File: config.mk
export PLATFORM = sky130hd
export DESIGN_NAME = aud_frame_tx
export DESIGN_NICKNAME = d
export VERILOG_FILES = /design/src/rtl/aud_pkg.sv /design/src/rtl/aud_frame_tx.sv
export SDC_FILE = /design/constraint.sdc
export NUM_CORES = 1
export LEC_CHECK = 0
export BUFFER_PORTS_ARGS = -buffer_cell sky130_fd_sc_hd__buf_2
export CAP_MARGIN = 20
export CORE_UTILIZATION = 54
export DETAILED_ROUTE_END_ITERATION = 8
export HOLD_SLACK_MARGIN = 0.15
export PLACE_DENSITY = 0.73
export SETUP_SLACK_MARGIN = 0.02
export SLEW_MARGIN = 30
export SYNTH_ARGS = -nofsm -noshare
export SYNTH_HDL_FRONTEND = slang
export SYNTH_SLANG_ARGS = --single-unit
File: constraint.sdc
create_clock -name i_clk -period 2.23 [get_ports i_clk]
set_input_delay 0.446 -clock i_clk [delete_from_list [all_inputs] [get_ports i_clk]]
set_output_delay 0.446 -clock i_clk [all_outputs]
set_load 0.005 [all_outputs]
File: src/rtl/aud_pkg.sv
package aud_pkg;

	// audio sample and memory addressing
	typedef logic signed [15:0] sample_t;
	typedef logic [9:0] saddr_t;
	localparam int SAMPLE_DEPTH = 1024;

	// speed factor, 1 to 8
	typedef logic [3:0] speed_t;
	localparam speed_t SPEED_MIN = 4'd1;
	localparam speed_t SPEED_MAX = 4'd8;

	typedef enum logic [1:0] {
		MODE_FAST   = 2'd0,
		MODE_HOLD   = 2'd1,
		MODE_LINEAR = 2'd2
	} play_mode_t;

	// sent frames, up to 8 * 1023 + 1
	typedef logic [13:0] count_t;

	// apb register offsets
	localparam logic [7:0] REG_CTRL   = 8'h00;
	localparam logic [7:0] REG_LENGTH = 8'h04;
	localparam logic [7:0] REG_PTR    = 8'h08;
	localparam logic [7:0] REG_DATA   = 8'h0C;
	localparam logic [7:0] REG_STATUS = 8'h10;

	// clocks per half frame
	localparam int FRAME_BITS = 16;

	typedef enum logic [2:0] {IDLE, FETCH_A, FETCH_B, COMPUTE, OFFER, PAUSED} eng_state_t;

endpackage
File: src/rtl/aud_frame_tx.sv
`timescale 1ns/1ps

module aud_frame_tx import aud_pkg::*; (
	input  logic    i_clk,
	input  logic    i_rst_n,
	input  logic    i_valid,
	input  sample_t i_sample,
	output logic    o_ready,
	output logic    o_sent,
	output logic    o_dac_lrck,
	output logic    o_dac_data
);

	logic                    active;
	logic [4:0]              bit_cnt;
	logic [2*FRAME_BITS-1:0] shift;
	logic                    frame_end;
	logic                    load;

	assign frame_end = active && (bit_cnt == 5'(2 * FRAME_BITS - 1));
	// new sample only at the frame boundary or when idle
	assign o_ready   = !active || frame_end;
	assign load      = i_valid && o_ready;
	assign o_sent    = frame_end;

	// left half while lrck high, then the right copy
	assign o_dac_lrck = active && (bit_cnt < 5'(FRAME_BITS));
	assign o_dac_data = active && shift[2*FRAME_BITS-1];

	always_ff @(posedge i_clk or negedge i_rst_n) begin
		if (!i_rst_n) begin
			active  <= 1'b0;
			bit_cnt <= '0;
		end else if (load) begin
			active  <= 1'b1;
			bit_cnt <= '0;
		end else if (frame_end) begin
			active  <= 1'b0;
		end else if (active) begin
			bit_cnt <= bit_cnt + 5'd1;
		end
	end

	// two copies, msb first
	always_ff @(posedge i_clk) begin
		if (load)
			shift <= {i_sample, i_sample};
		else
			shift <= shift << 1;
	end

endmodule

==> run summary <==
===============================================================================================
Result of the run                                                                  finished, final reports clean
Net switching fraction of the power                                                       23.6%
Ports placed on the boundary                                                                 23
Comb pwr share                                                                            28.8%
Slowest cell on the critical path                                                       dfrtp_1
Half-perimeter wire length after placement                                              1360 um
CP Buf/Inv Count                                                                              2
Area of the placeable core                                                            2570 um^2
Cells taking the most area after synthesis                                         dfxtp_1, mux2_4, dfrtp_1, buf_12, ha_1
Post-Route WL                                                                           2070 um
Max Slew Vio Count                                                                            0
Sequential fraction of design power                                                       48.1%
Power Internal                                                                          1650 uW
Max Cap Violations                                                                            0
Highest ir drop seen on vdd                                                            0.882 mV
Placement row count                                                                          18
Synthesized instance count                                                                   98
Sequential share of the synthesized area                                                  52.0%
Number of synthesis warnings                                                                  0
Layout cells sized above 1                                                                53.9%
Crit Reg-Reg Startpoint                                                              bit_cnt[0]
Crit. End Element                                                                   output port
Final hold viol count                                                                         0
Combined area of the multi-input logic cells                                           662 um^2
Clk pwr share                                                                             23.2%
Height of the chip                                                                      55.1 um
Power density cells                                                                1240 nW/um^2
Number of stages on the worst hold path                                                       2
Port bufs                                                                                    22
Peak fanout along the critical path                                                           9
Initial core utilization                                                                  59.2%
Die width                                                                               55.1 um
Switching Power                                                                          508 uW
End of the worst register-to-register path                                            shift[31]
Global-route wire length before repair                                                  2990 um
Final critical delay including setup and external delays                                2.11 ns
Post-route DRC violation count                                                                0
Area share of the largest cell type after synthesis                                       42.1%
Synthesized area per cell                                                             15.5 um^2
Reg-to-reg setup timing slack                                                           0.27 ns
Min-delay worst type                                                               input pin to flip-flop
RSZ-0062 raised after global routing                                                      false
Critical path depth in cells                                                                  6
Number of distinct library cells after synthesis                                             22
Cell at the root of the clock tree                                                     clkbuf_4
Detailed-routing iteration count for the pre-antenna-repair pass                              4
Clock buffer depth                                                                            2
Total Die Area                                                                        3030 um^2
Slew at the pin closest to its max-slew limit                                          0.325 ns
Largest delay share family, worst path                                               flip-flops
Area occupied by registers                                                             791 um^2
Number of flip-flops and latches in the synthesized netlist                                  38
Filler instances                                                                            196
Post-route cell area                                                                  1740 um^2
Layout overhead on the synthesized area                                                   14.4%
Synth area leader                                                                       dfxtp_1
CTS Sinks                                                                                    38
Worst Reg-to-Reg Cells                                                                        7
DR WL/cell                                                                              13.1 um
Pin count of the biggest net entering global routing                                         32
Drt first-iter violations                                                                     9
Clock skew after layout                                                              0.00910 ns
Most frequent CP cell                                                                      ha_2
Total global routing overflow                                                                 0
Min-Delay Startpoint                                                                i_sample[7]
Peak per-stage delay on the critical path                                               0.41 ns
Last weighted congestion value of the routability-driven placer                           0.803
Peak clock frequency supported by timing                                                474 MHz
Routed vias                                                                                 791
Required time of the critical path                                                      1.78 ns
Number of buffers inserted during clock tree synthesis                                        5
Ant. Diodes                                                                                   0
Clk_lat worst skew                                                                      0.32 ns
Global routing usage summed across all routing layers                                     15.0%
Number of endpoints failing setup at the final stage                                          0
Number of nets in the finished design                                                       148
Critical path launch point type                                                       flip-flop
Post-synthesis cell area                                                              1520 um^2
Clock input transition at the sequential cells of the worst setup and hold paths        0.11 ns
Total leakage power                                                                 0.000887 uW
Worst path cell trace                                                              ha_2 > and3_1 > ha_2 > nor2b_4 > inv_6 > buf_2
Synthesized Nets                                                                            119
Setup TNS Final                                                                            0 ns
Signal arrival time at the worst endpoint                                               1.66 ns
H-tree depth reported by CTS                                                                  2
Crit Path Category                                                                 flip-flop to output port
Via-to-Cell Ratio                                                                          5.01
Instance area at placement                                                            1610 um^2
Number of global-route vias before repair                                                   720
Routed Antenna Nets                                                                           0
WHS Endpoint                                                                          shift[23]
Relative slew slack                                                                       78.3%
Post-route fraction of the period consumed by the critical path                           94.5%
Number of antenna violations at the first check in global routing                             0
CTS tree                                                                                   done
===============================================================================================
stage by stage:
step / hold slack, ns / util (%) / setup slack, ns / instances / total power, uW
after detailed placement: 0.278 / 62.6 / 0.140 / 147 / 1650
after global placement: 0.281 / 62.6 / 0.203 / 147 / 1630
final: 0.350 / 67.7 / 0.122 / 158 / 2160
after CTS: 0.337 / 67.5 / 0.0415 / 158 / 2170
after floorplan: 0.150 / - / 0.341 / 98 / 1540
after global routing: 0.327 / 67.7 / 0.0397 / 158 / 2280
power by group through the flow:
stage / combinational (uW) / clock (uW) / sequential (uW)
global route: 675 / 543 / 1060
detailed placement: 596 / 0 / 1050
CTS: 624 / 513 / 1040
global placement: 583 / 0 / 1040
finish: 620 / 500 / 1040
floorplan: 523 / 0 / 1020
cell usage after synthesis:
| master | instances |
|---|---|
| a21o_1 | 1 |
| and2_1 | 2 |
| and3_1 | 2 |
| buf_12 | 3 |
| dfrtp_1 | 6 |
| dfxtp_1 | 32 |
| ha_1 | 2 |
| inv_1 | 1 |
| inv_6 | 1 |
| mux2_2 | 1 |
| mux2_4 | 30 |
| mux2i_1 | 1 |
| mux2i_4 | 1 |
| nand2_1 | 5 |
| nand2_8 | 1 |
| nand3_1 | 2 |
| nand3b_1 | 2 |
| nor2b_1 | 1 |
| nor2b_4 | 1 |
| o211ai_1 | 1 |
| or2b_1 | 1 |
| or3_1 | 1 |
how the worst max path moves through the flow:
stage / startpoint / end
after floorplan: bit_cnt[0] / shift[10]
after global placement: bit_cnt[0] / shift[31]
after detailed placement: bit_cnt[0] / shift[31]
after CTS: bit_cnt[0] / o_ready
after global routing: bit_cnt[0] / o_ready
final: bit_cnt[0] / o_ready
sequential cells by signal, indices dropped and copies added (netlist names):
name and cells:
bit_cnt 5, shift 32, active 1
cell type report:
class / instances / share of cell area (%)
sequential: 38 / 45.5
clock buffer: 8 / 5.83
timing repair buffer: 25 / 7.77
tap: 30 / 2.16
multi-input combinational: 55 / 38.1
inverter: 2 / 0.719
layout by cell type, fill, tap and decap left out:
cell / instances
ha_2: 2
mux2_2: 1
buf_4: 2
clkbuf_8: 1
inv_1: 1
buf_2: 22
clkbuf_16: 2
or2b_1: 1
inv_6: 1
dfxtp_1: 32
nand3_1: 2
nor2b_4: 1
o211ai_1: 1
a21o_1: 1
nor2b_1: 1
and3_1: 2
mux2i_4: 1
mux2_4: 30
dfrtp_1: 6
nand3b_1: 2
dlygate4sd3_1: 1
and2_1: 2
mux2i_1: 1
nand2_1: 5
clkbuf_4: 5
or3_1: 1
nand2_8: 1
worst register-to-register path, delay by kind of cell, from the launching register on:
kind / cells / cell delay, ns
fa+ha+maj: 2 / 0.38
mux: 1 / 0.39
simple gates: 3 / 0.62
buf+inv: 1 / 0.07
flops: 1 / 0.41
kinds of logic (layout without fill, tap and decap cells):
family,count (synthesis),after routing,share of synthesized area (%)
AO/OA/AOI/OAI,2,2,0.988
adder cells (fa/ha/maj),2,2,1.65
buffers and inverters,5,35,4.77
flip-flops,38,38,52.0
multiplexers,33,33,32.5
AND/OR/NAND/NOR,18,18,8.07
timing repair:
item	in CTS	in global routing
hold endpoints to repair	6	0
setup buffers	2	0
gates resized for setup	0	2
endpoints found under the setup margin	1	1
hold buffers	1	0
per-layer routing:
layer  vias up  part of all wire (%)  global-route usage [%]
li1        397                     -                       -
met1       373                    48                    18.3
met2        19                    47                    21.9
met3         2                   4.4                    8.20
met4         0                  0.63                    6.25
met5         -                     0                       0
Note: power is estimated with default switching activity, not from simulation.
