## config.mk

```make
export PLATFORM = sky130hd
export DESIGN_NAME = aud_apb_regs
export DESIGN_NICKNAME = d
export VERILOG_FILES = /design/src/rtl/aud_pkg.sv /design/src/rtl/aud_apb_regs.sv
export SDC_FILE = /design/constraint.sdc
export NUM_CORES = 1
export LEC_CHECK = 0
export ABC_AREA = 1
export BUFFER_PORTS_ARGS = -buffer_cell sky130_fd_sc_hd__buf_2
export CORE_MARGIN = 4
export CORE_UTILIZATION = 49
export DETAILED_ROUTE_END_ITERATION = 7
export PLACE_DENSITY = 0.91
export SETUP_SLACK_MARGIN = 0.05
export SYNTH_ARGS = -nofsm -noshare
export SYNTH_HDL_FRONTEND = slang
export SYNTH_SLANG_ARGS = --single-unit
```

## constraint.sdc

```tcl
create_clock -name i_clk -period 2.51 [get_ports i_clk]
set_input_delay 0.6275 -clock i_clk [delete_from_list [all_inputs] [get_ports i_clk]]
set_output_delay 0.6275 -clock i_clk [all_outputs]
set_load 0.02 [all_outputs]
```

## src/rtl/aud_pkg.sv

```systemverilog
package aud_pkg;

	// audio sample and memory addressing
	typedef logic signed [15:0] sample_t;
	typedef logic [9:0] saddr_t;
	localparam int SAMPLE_DEPTH = 1024;

	// speed factor, 1 to 8
	typedef logic [3:0] speed_t;
	localparam speed_t SPEED_MIN = 4'd1;
	localparam speed_t SPEED_MAX = 4'd8;

	typedef enum logic [1:0] {
		MODE_FAST   = 2'd0,
		MODE_HOLD   = 2'd1,
		MODE_LINEAR = 2'd2
	} play_mode_t;

	// sent frames, up to 8 * 1023 + 1
	typedef logic [13:0] count_t;

	// apb register offsets
	localparam logic [7:0] REG_CTRL   = 8'h00;
	localparam logic [7:0] REG_LENGTH = 8'h04;
	localparam logic [7:0] REG_PTR    = 8'h08;
	localparam logic [7:0] REG_DATA   = 8'h0C;
	localparam logic [7:0] REG_STATUS = 8'h10;

	// clocks per half frame
	localparam int FRAME_BITS = 16;

	typedef enum logic [2:0] {IDLE, FETCH_A, FETCH_B, COMPUTE, OFFER, PAUSED} eng_state_t;

endpackage
```

## src/rtl/aud_apb_regs.sv

```systemverilog
`timescale 1ns/1ps

module aud_apb_regs import aud_pkg::*; (
	input  logic        i_clk,
	input  logic        i_rst_n,
	input  logic        i_psel,
	input  logic        i_penable,
	input  logic        i_pwrite,
	input  logic [7:0]  i_paddr,
	input  logic [31:0] i_pwdata,
	output logic [31:0] o_prdata,
	output logic        o_pready,
	output logic        o_pslverr,
	output logic        o_ram_we,
	output saddr_t      o_ram_addr,
	output sample_t     o_ram_wdata,
	output logic        o_start,
	output logic        o_stop,
	output logic        o_pause,
	output play_mode_t  o_mode,
	output speed_t      o_speed,
	output saddr_t      o_length,
	input  logic        i_busy,
	input  logic        i_done,
	input  count_t      i_sent_count
);

	logic   wr_en;
	logic   addr_ok;
	logic   done_r;
	saddr_t ptr;
	speed_t wr_speed;

	assign wr_en    = i_psel && i_penable && i_pwrite;
	assign o_pready = 1'b1;
	assign o_pslverr = i_psel && i_penable && !addr_ok;

	// clamp the written speed into 1..8
	always_comb begin
		wr_speed = speed_t'(i_pwdata[11:8]);
		if (wr_speed < SPEED_MIN)
			wr_speed = SPEED_MIN;
		else if (wr_speed > SPEED_MAX)
			wr_speed = SPEED_MAX;
	end

	always_ff @(posedge i_clk or negedge i_rst_n) begin
		if (!i_rst_n) begin
			o_start  <= 1'b0;
			o_stop   <= 1'b0;
			o_pause  <= 1'b0;
			o_mode   <= MODE_FAST;
			o_speed  <= SPEED_MIN;
			o_length <= '0;
			o_ram_we <= 1'b0;
			ptr      <= '0;
			done_r   <= 1'b0;
		end else begin
			// start and stop are single cycle pulses
			o_start  <= 1'b0;
			o_stop   <= 1'b0;
			o_ram_we <= 1'b0;
			if (i_done)
				done_r <= 1'b1;
			if (wr_en) begin
				case (i_paddr)
					REG_CTRL: begin
						o_start <= i_pwdata[0];
						o_stop  <= i_pwdata[1];
						o_pause <= i_pwdata[2];
						o_mode  <= play_mode_t'(i_pwdata[5:4]);
						o_speed <= wr_speed;
						if (i_pwdata[0])
							done_r <= 1'b0;
					end
					REG_LENGTH: o_length <= i_pwdata[9:0];
					REG_PTR:    ptr <= i_pwdata[9:0];
					REG_DATA: begin
						o_ram_we <= 1'b1;
						ptr      <= ptr + saddr_t'(1);
					end
					default: ;
				endcase
			end
		end
	end

	// memory write lands one cycle after the access
	always_ff @(posedge i_clk) begin
		if (wr_en && i_paddr == REG_DATA) begin
			o_ram_addr  <= ptr;
			o_ram_wdata <= i_pwdata[15:0];
		end
	end

	always_comb begin
		o_prdata = '0;
		addr_ok  = 1'b1;
		case (i_paddr)
			REG_CTRL:   o_prdata = {20'd0, o_speed, 2'b00, o_mode, 1'b0, o_pause, 2'b00};
			REG_LENGTH: o_prdata = {22'd0, o_length};
			REG_PTR:    o_prdata = {22'd0, ptr};
			// data is write only
			REG_DATA:   o_prdata = '0;
			REG_STATUS: o_prdata = {2'b00, i_sent_count, 14'd0, done_r, i_busy};
			default:    addr_ok = 1'b0;
		endcase
	end

endmodule

```

==> results.py <==
metrics = {
    "global_route": {
        "antenna_found_initial": 0,
        "grt_pass1_wl_um": 11300,
        "overflow": 0,
        "track_usage": 0.206,
        "grt_max_degree": 32,
        "grt_pass1_vias": 2486,
    },
    "cts": {
        "cts_htree_levels": 3,
        "path_clk_slew_ps": 70,
        "clock-sinks": 57,
        "cts-root-buf": "clkbuf_8",
        "clock_latency_ps": 340,
        "cts_tree": "built",
        "holdBufCountCts": 0,
        "cts_buffers": 9,
        "cts_buffer_depth": 2,
    },
    "die": {
        "dieArea_um2": 7050,
        "die_y_um": 84.0,
        "core_area_um2": 5540,
        "num_rows": 27,
        "start_util": 0.511,
        "die_w_um": 84.0,
        "pin_count": 141,
    },
    "worst_setup_path": {
        "crit_chain": "buf_2 > nor2_1 > nand2_2 > inv_1 > nand2_2 > buf_4 > nand2_1 > nor3_1 > buf_2",
        "required_ps": 1880,
        "arrival_ps": 1850,
        "cpLargestDelayFamily": "simple AND/OR/NAND/NOR gates",
        "cpMaxStageDelayCell": "buf_2",
        "crit_fanout": 10,
        "max_stage_delay_ps": 230,
        "worstSetupEndpointType": "output port",
        "critPathKind": "input pin to output port",
        "startpoint_type": "input pin",
        "path_buf_inv": 4,
    },
    "finish": {
        "regArea_um2": 1560,
        "area_delta_synth_final_pct": 31.9,
        "finalNetCount": 522,
        "design_area_um2": 3730,
        "drive_gt1_frac": 0.344,
        "multi_input_area_um2": 1000,
        "fill_cells": 442,
        "mostFrequentLayoutCells": "117 x buf_2, 109 x nand2_1, 51 x inv_1",
        "n_antenna_cell": 0,
        "final_common_cell": "buf_2",
    },
    "placement": {
        "routabilityCongestion": 0.902,
        "dpl-instance-area_um2": 3480,
        "place.port_buffers": 117,
        "dp_hpwl_um": 5420,
    },
    "synth": {
        "synth_area_per_cell_um2": 8.52,
        "ys_ff_latch": 57,
        "synth_warnings": 0,
        "ys_types": 26,
        "synthCells": 332,
        "syn_area_um2": 2830,
        "yosysSeqAreaShare": 0.551,
    },
    "route": {
        "drtPass1Iterations": 5,
        "wirelength_um": 7150,
        "postRouteAntennaNets": 0,
        "drt_iter0_drc": 209,
        "wl_per_cell_um": 13.3,
        "dr_total_vias": 2657,
        "drc": 0,
        "vias_per_cell": 4.95,
    },
    "timing": {
        "setup_viol": 0,
        "fin_setup_tns_ps": 0,
        "slew_viol_final": 0,
        "period_share": 0.987,
        "worst_pin_slew_ps": 708,
        "period_minus_slack_ps": 2480,
        "finClkSkew_ps": 12.2,
        "finalHoldViolCount": 0,
        "rsz0062_at_grt": "yes",
        "slew_headroom": 0.528,
        "max_freq_mhz": 404,
    },
    "power_and_ir_drop": {
        "leakage_uw": 0.00206,
        "p_per_area_nw_per_um2": 573,
        "ir_drop_v": 0.000429,
    },
    "run_status": {
        "status": "finished, final reports clean",
    },
    "hold_path": {
        "min_path_type": "input pin to asynchronous set/reset pin",
    },
    "flow_run": {
        "maxCapViolCount": 0,
    },
}
[kinds of logic (layout without fill, tap and decap cells)]
kind of cell             Yosys count  in the layout  share of synthesized area
flip-flops                        57             57                      0.551
adder cells (fa/ha/maj)            1              1                    0.00442
other                              2              7                    0.00265
buffers and inverters             65            193                      0.103
XOR/XNOR                           3              3                    0.00929
AND/OR/NAND/NOR                  181            181                      0.275
AO/OA/AOI/OAI                     23             23                     0.0548
[area by class of cell]
type,count,share of cell area
Tap cell,72,0.0241
Multi-Input combinational cell,215,0.269
Sequential cell,57,0.417
Inverter,54,0.0543
Clock inverter,6,0.0285
Clock buffer,10,0.0342
Timing Repair Buffer,123,0.172
[cells in the mapped netlist]
cell,n,area [µm²]
buf_4,9,67.6
nand2_1,109,409
nor2_2,2,12.5
nand2_2,4,25.0
dfstp_2,1,26.3
nor3_4,2,32.5
o211ai_1,4,30.0
xnor2_1,1,8.76
nand2_4,1,11.3
clkinv_1,1,3.75
a21oi_1,1,5.00
nor3_1,2,10.0
nor2_4,1,11.3
edfxtp_1,26,781
or2_2,1,6.26
inv_2,2,7.51
conb_1,2,7.51
o21ai_2,8,70.1
inv_1,51,191
o21ai_0,10,50.1
dfrtp_1,30,751
ha_1,1,12.5
nand3_1,30,150
nor2_1,29,109
buf_6,2,22.5
xor2_1,2,17.5
[sequential cells by signal, summed over array words and instances, names as in the netlist]
signal	flops
o_stop	1
o_ram_addr	10
done_r	1
o_speed	4
o_pause	1
o_start	1
o_ram_we	1
o_mode	2
ptr	10
o_ram_wdata	16
o_length	10
[layer usage]
metal | track usage | routed length, µm | part of all wire | vias up
li1 | - | - | - | 1280
met1 | 0.232 | 2700 | 0.38 | 1222
met2 | 0.340 | 3480 | 0.49 | 132
met3 | 0.0780 | 756 | 0.11 | 23
met4 | 0.105 | 215 | 0.030 | 0
met5 | 0 | 0 | 0 | -
[metrics by stage]
step           total power [µW]   util  setup WS [ps]  instances  hold slack (ps)
4_1_cts                    2150  0.671            124        536              343
5_1_grt                    2220  0.674           25.6        537              376
3_5_place_dp               1140  0.629           42.0        520              475
2_1_floorplan              1080      -            142        337              332
3_3_place_gp               1140  0.629            109        520              468
6_report                   2140  0.674           33.0        537              338
[what timing repair did]
item	CTS	global route
buffers inserted	0	1
resized for setup	1	1
endpoints found under the setup margin	1	10
pin swaps	0	1
gates cloned	0	0
[power breakdown]
| part | switching [µW] | internal, µW | total (µW) |
|---|---|---|---|
| Clock | 358 | 654 | 1010 |
| Combinational | 84.8 | 46.4 | 131 |
| Sequential | 10.1 | 985 | 995 |
| Total | 453 | 1690 | 2140 |
[worst paths after layout]
check,from,to,slack [ps],cells past startpoint
worst min-delay path,i_rst_n,ptr[8],340,1
max in group asynchronous,i_rst_n,ptr[9],1710,1
min in group i_clk,i_pwdata[14],o_ram_wdata[14],460,1
worst max register to register,ptr[0],ptr[6],1130,6
worst max-delay path,i_paddr[6],o_pslverr,30,9
worst min register to register,o_speed[0],o_speed[0],490,2
[worst register-to-register path, delay by kind of cell (launching register included)]
kind,cells,cell delay (ps)
and+or+nand+nor,4,450
DFF,1,440
adders and majority gates,1,220
AOI/OAI and AO/OA,1,160
No activity file was read; power rests on OpenSTA's default activity.
