## src/rtl/aud_pkg.sv

```systemverilog
package aud_pkg;

	// audio sample and memory addressing
	typedef logic signed [15:0] sample_t;
	typedef logic [9:0] saddr_t;
	localparam int SAMPLE_DEPTH = 1024;

	// speed factor, 1 to 8
	typedef logic [3:0] speed_t;
	localparam speed_t SPEED_MIN = 4'd1;
	localparam speed_t SPEED_MAX = 4'd8;

	typedef enum logic [1:0] {
		MODE_FAST   = 2'd0,
		MODE_HOLD   = 2'd1,
		MODE_LINEAR = 2'd2
	} play_mode_t;

	// sent frames, up to 8 * 1023 + 1
	typedef logic [13:0] count_t;

	// apb register offsets
	localparam logic [7:0] REG_CTRL   = 8'h00;
	localparam logic [7:0] REG_LENGTH = 8'h04;
	localparam logic [7:0] REG_PTR    = 8'h08;
	localparam logic [7:0] REG_DATA   = 8'h0C;
	localparam logic [7:0] REG_STATUS = 8'h10;

	// clocks per half frame
	localparam int FRAME_BITS = 16;

	typedef enum logic [2:0] {IDLE, FETCH_A, FETCH_B, COMPUTE, OFFER, PAUSED} eng_state_t;

endpackage
```

## src/rtl/aud_speed_engine.sv

```systemverilog
`timescale 1ns/1ps

module aud_speed_engine import aud_pkg::*; (
	input  logic       i_clk,
	input  logic       i_rst_n,
	input  logic       i_start,
	input  logic       i_stop,
	input  logic       i_pause,
	input  play_mode_t i_mode,
	input  speed_t     i_speed,
	input  saddr_t     i_length,
	output saddr_t     o_raddr,
	input  sample_t    i_rdata,
	output logic       o_valid,
	output sample_t    o_sample,
	input  logic       i_ready,
	input  logic       i_sent,
	output logic       o_busy,
	output logic       o_done,
	output count_t     o_sent_count
);

	eng_state_t state;
	play_mode_t mode_r;
	speed_t     speed_r;
	speed_t     rep_idx;
	saddr_t     src_idx;
	count_t     frames_left;
	count_t     sent_count;
	sample_t    samp_a;
	sample_t    sample_r;
	logic       busy;
	logic       done;
	logic [10:0] fast_frames;
	count_t     slow_frames;
	logic signed [16:0] diff;
	logic signed [16:0] step;
	logic signed [20:0] interp;
	logic       xfer;
	logic       last_rep;

	// frame totals, ceil(L/N) or N(L-1)+1
	always_comb begin
		fast_frames = (11'(i_length) + 11'(i_speed) - 11'd1) / 11'(i_speed);
		slow_frames = count_t'(i_speed) * count_t'(i_length - 10'd1) + 14'd1;
	end

	// i_rdata holds the right neighbour during COMPUTE
	always_comb begin
		diff   = {i_rdata[15], i_rdata} - {samp_a[15], samp_a};
		step   = diff / $signed({1'b0, speed_r});
		interp = samp_a + $signed({1'b0, rep_idx}) * step;
	end

	assign o_raddr  = (state == FETCH_A) ? src_idx : src_idx + saddr_t'(1);
	assign xfer     = (state == OFFER) && i_ready;
	assign last_rep = rep_idx == speed_r - 4'd1;

	assign o_valid      = state == OFFER;
	assign o_sample     = sample_r;
	assign o_busy       = busy;
	assign o_done       = done;
	assign o_sent_count = sent_count;

	always_ff @(posedge i_clk or negedge i_rst_n) begin
		if (!i_rst_n) begin
			state       <= IDLE;
			mode_r      <= MODE_FAST;
			speed_r     <= SPEED_MIN;
			rep_idx     <= '0;
			src_idx     <= '0;
			frames_left <= '0;
			sent_count  <= '0;
			busy        <= 1'b0;
			done        <= 1'b0;
		end else begin
			done <= 1'b0;
			if (busy && i_sent)
				sent_count <= sent_count + 14'd1;
			if (i_stop) begin
				// abort, the serializer finishes its frame on its own
				state       <= IDLE;
				busy        <= 1'b0;
				frames_left <= '0;
			end else if (i_start) begin
				state       <= FETCH_A;
				busy        <= 1'b1;
				mode_r      <= i_mode;
				speed_r     <= i_speed;
				rep_idx     <= '0;
				src_idx     <= '0;
				sent_count  <= '0;
				frames_left <= (i_mode == MODE_FAST) ? count_t'(fast_frames) : slow_frames;
			end else begin
				case (state)
					IDLE: begin
						// wait for the last frame to leave the serializer
						if (busy && i_sent && frames_left == '0) begin
							busy <= 1'b0;
							done <= 1'b1;
						end
					end
					FETCH_A: state <= FETCH_B;
					FETCH_B: state <= COMPUTE;
					COMPUTE: state <= i_pause ? PAUSED : OFFER;
					PAUSED: begin
						if (!i_pause)
							state <= OFFER;
					end
					OFFER: begin
						if (xfer) begin
							frames_left <= frames_left - 14'd1;
							state <= (frames_left == 14'd1) ? IDLE : FETCH_A;
							if (mode_r == MODE_FAST) begin
								src_idx <= src_idx + saddr_t'(speed_r);
							end else if (last_rep) begin
								rep_idx <= '0;
								src_idx <= src_idx + saddr_t'(1);
							end else begin
								rep_idx <= rep_idx + 4'd1;
							end
						end
					end
					default: state <= IDLE;
				endcase
			end
		end
	end

	// sample datapath
	always_ff @(posedge i_clk) begin
		if (state == FETCH_B)
			samp_a <= i_rdata;
		if (state == COMPUTE)
			sample_r <= (mode_r == MODE_LINEAR) ? sample_t'(interp[15:0]) : samp_a;
	end

endmodule

```

## config.mk

```make
export PLATFORM = sky130hd
export DESIGN_NAME = aud_speed_engine
export DESIGN_NICKNAME = d
export VERILOG_FILES = /design/src/rtl/aud_pkg.sv /design/src/rtl/aud_speed_engine.sv
export SDC_FILE = /design/constraint.sdc
export NUM_CORES = 1
export LEC_CHECK = 0
export ABC_CLOCK_PERIOD_IN_PS = 50700
export BUFFER_PORTS_ARGS = -buffer_cell sky130_fd_sc_hd__buf_2
export CAP_MARGIN = 20
export CORE_ASPECT_RATIO = 1.1
export CORE_UTILIZATION = 55
export CTS_CLUSTER_DIAMETER = 100
export DETAILED_ROUTE_END_ITERATION = 7
export MAX_ROUTING_LAYER = met4
export PLACE_DENSITY = 0.76
export REMOVE_ABC_BUFFERS = 1
export SETUP_SLACK_MARGIN = 0.05
export SYNTH_ARGS = -nofsm -noshare
export SYNTH_HDL_FRONTEND = slang
export SYNTH_SLANG_ARGS = --single-unit
```

## constraint.sdc

```tcl
create_clock -name i_clk -period 50.7 [get_ports i_clk]
set_input_delay 7.605 -clock i_clk [delete_from_list [all_inputs] [get_ports i_clk]]
set_output_delay 7.605 -clock i_clk [all_outputs]
set_load 0.02 [all_outputs]
```

==> impl_metrics.tcl <==
set metrics [dict create \
    ant_nets 0 \
    rows 69 \
    synthAdderAreaFrac_pct 20.8 \
    synth_edf_count 32 \
    seq_area_frac_synth_pct 12.4 \
    synth_top_cell_area_share_pct 14.1 \
    yosys-top-cells-count "227 x nor2_1, 208 x ha_1, 199 x inv_1, 177 x nand2_1, 149 x a21oi_1" \
    syn_area_um2 18400 \
    dpl_cell_area_um2 19000 \
    wl_um 54500 \
    cpMaxStageDelayCell "or4b_4" \
    gr-usage-met1_pct 38.4 \
    hold_violations 0 \
    hpwl_um 43200 \
    dr.pass1.iters 5 \
    n_fill_cell 2989 \
    place_congestion 1.04 \
    grt_max_degree 54 \
    run_status "finished clean" \
    finalWorstSetupSlack_ns 2.93 \
    drive_gt1_share_pct 10.2 \
    relSlewSlack_pct 29.0 \
    dpl_worst_slack_ns -0.281 \
    synth-xor-area-share_pct 7.67 \
    die_w_um 177 \
    antenna_found_initial 0 \
    maxCapViolations 0 \
    crit_top_cell "a21oi_1" \
    clk_pin_slew_worst_paths_ns 0.07 \
    async_flop_share_pct 62.4 \
    drc 0 \
    synth_seq_cells 85 \
    vias_per_cell 6.30 \
    wl_per_cell_um 18.9 \
    clock.fmax_ghz 0.0209 \
    io-pin-count 82 \
    clkLatencyLatePin_ns 0.36 \
    cts_root_buffer "clkbuf_16" \
    core_area_um2 32600 \
    maxSlewViolCount 0 \
    diodes 0 \
    drtIter0Drc 1596 \
    grt_pass1_wl_um 87700 \
    synth_top_flop_cell "dfrtp_1" \
    nets 2763 \
    final_cell_area_um2 19600 \
    dp_cells 2857 \
    busiest_layer "met2" \
    synth_top_family_by_area "simple AND/OR/NAND/NOR gates" \
    via_count 18200 \
    synth_area_leaders "ha_1 14%, dfrtp_1 7.1%, fa_1 6.6%, edfxtp_1 5.2%, xnor2_1 4.7%" \
    grt_use_met2_pct 55.4 \
    post_synth_num_cell_types 114 \
    numPortBuffers 81 \
    synth.most_common_cell "nor2_1" \
    cts_tree "yes" \
    period_share_pct 94.2 \
    cts_hold_buf 0 \
    syn_area_per_cell_um2 7.65 \
    path_class "input pin to register" \
    worstSetupEndpointType "register" \
    slowest_delay_ns 0.67 \
    grt_usage_pct 32.3 \
    syn_inst 2408 \
    crit_required_ns 50.91 \
    synth_compound_area_share_pct 24.5 \
    crit_arrival_ns 47.98 \
    synth_top_area_cell "ha_1" \
    first_global_vias 17200 \
    cts.sinks 85 \
    fin_crit_ns 47.77 \
    cts_inserted_buffers 9 \
    final_cells 2886 \
    synth_mux_area_share_pct 2.84 \
    worstPathMaxFanout 19 \
    setup_viol 0 \
    tightest_slew_ns 1.06 \
    hold_path.class "register to register" \
    synthSimpleGateAreaFrac_pct 25.0 \
    grtUsageMet3_pct 2.82 \
    die_h_um 194 \
    worst_setup_path_start_kind "input pin" \
    yosysWarnings 0 \
    area_growth_pct 6.42 \
    cts_buffer_depth 2 \
    die_area_um2 34200 \
    grt.overflow.total 0 \
    initial_core_util_pct 56.5 \
    clock_skew_ns 0.0114 \
    htree_num_levels 3 \
]
layout by cell type, fill, tap and decap left out, drive strengths merged, types with 52 or more instances in the layout:
cell type	count
xnor2	99
buf	113
fa	61
dfrtp	52
o21ai	141
inv	203
xor2	58
nand3	71
nand2	179
ha	208
o21a	64
nor2	230
and2	65
a21oi	151
nor3	117
metrics by stage:
stage	TNS [ns]	hold slack, ns	utilization, %
2_1_floorplan	0	0.508	-
6_report	0	0.562	60.1
3_3_place_gp	0	0.523	58.4
4_1_cts	0	0.562	59.3
5_1_grt	-0.0509	0.583	60.1
3_5_place_dp	-0.281	0.549	58.4
per-layer routing:
layer,wire length [um],vias to the layer above
li1,-,8824
met1,22400,8671
met2,27200,576
met3,2500,117
met4,2370,0
met5,0,-
cell families after synthesis:
family	after synthesis
xor+xnor	158
mux	49
fa+ha+maj	270
compound gates	659
simple gates	905
buf+inv	282
flops	85
path summary, 6_finish.rpt:
check,slack [ns],cells after the start,to,from
worst max-delay path,2.93,181,o_sample[15],i_rdata[2]
worst min-delay path,0.56,2,src_idx[9],src_idx[9]
min in group asynchronous,7.35,2,o_sent_count[9],i_rst_n
max in group asynchronous,42.88,2,mode_r[1],i_rst_n
worst max register to register,9.81,181,o_sample[15],samp_a[3]
worst min register to register,0.56,2,src_idx[9],src_idx[9]
cell type report:
class                   instances  area [um2]  area share (%)
clock buffers                   9         225            1.15
repair buffers                114         658            3.36
flip-flops and latches         85        2290            11.7
well taps                     426         533            2.72
multi-input cells            2043       15100            76.8
clock inverters                 7        78.8           0.402
inverters                     202         763            3.89
registers in the layout (all words and copies together), names as in the netlist:
register / flops
o_sample: 16
samp_a: 16
frames_left: 14
o_sent_count: 14
src_idx: 10
rep_idx: 4
speed_r: 4
state: 3
mode_r: 2
o_busy: 1
o_done: 1
what timing repair did:
item,CTS,global route
resized for setup,1,33
endpoints found under the hold margin,0,0
cloned,0,2
endpoints found under the setup margin,1,14
setup buffers,0,10
pin swaps,0,5
worst max-delay path, delay by kind of cell:
| kind | cells | cell delay, ns |
|---|---|---|
| simple gates | 58 | 12.98 |
| compound gates | 83 | 16.31 |
| mux | 4 | 1.41 |
| fa+ha+maj | 23 | 7.35 |
| buf+inv | 8 | 0.96 |
| xor+xnor | 5 | 1.29 |
Power is not shown: default switching activity piles up to over one toggle a cycle in this logic, so the estimate is an artifact.
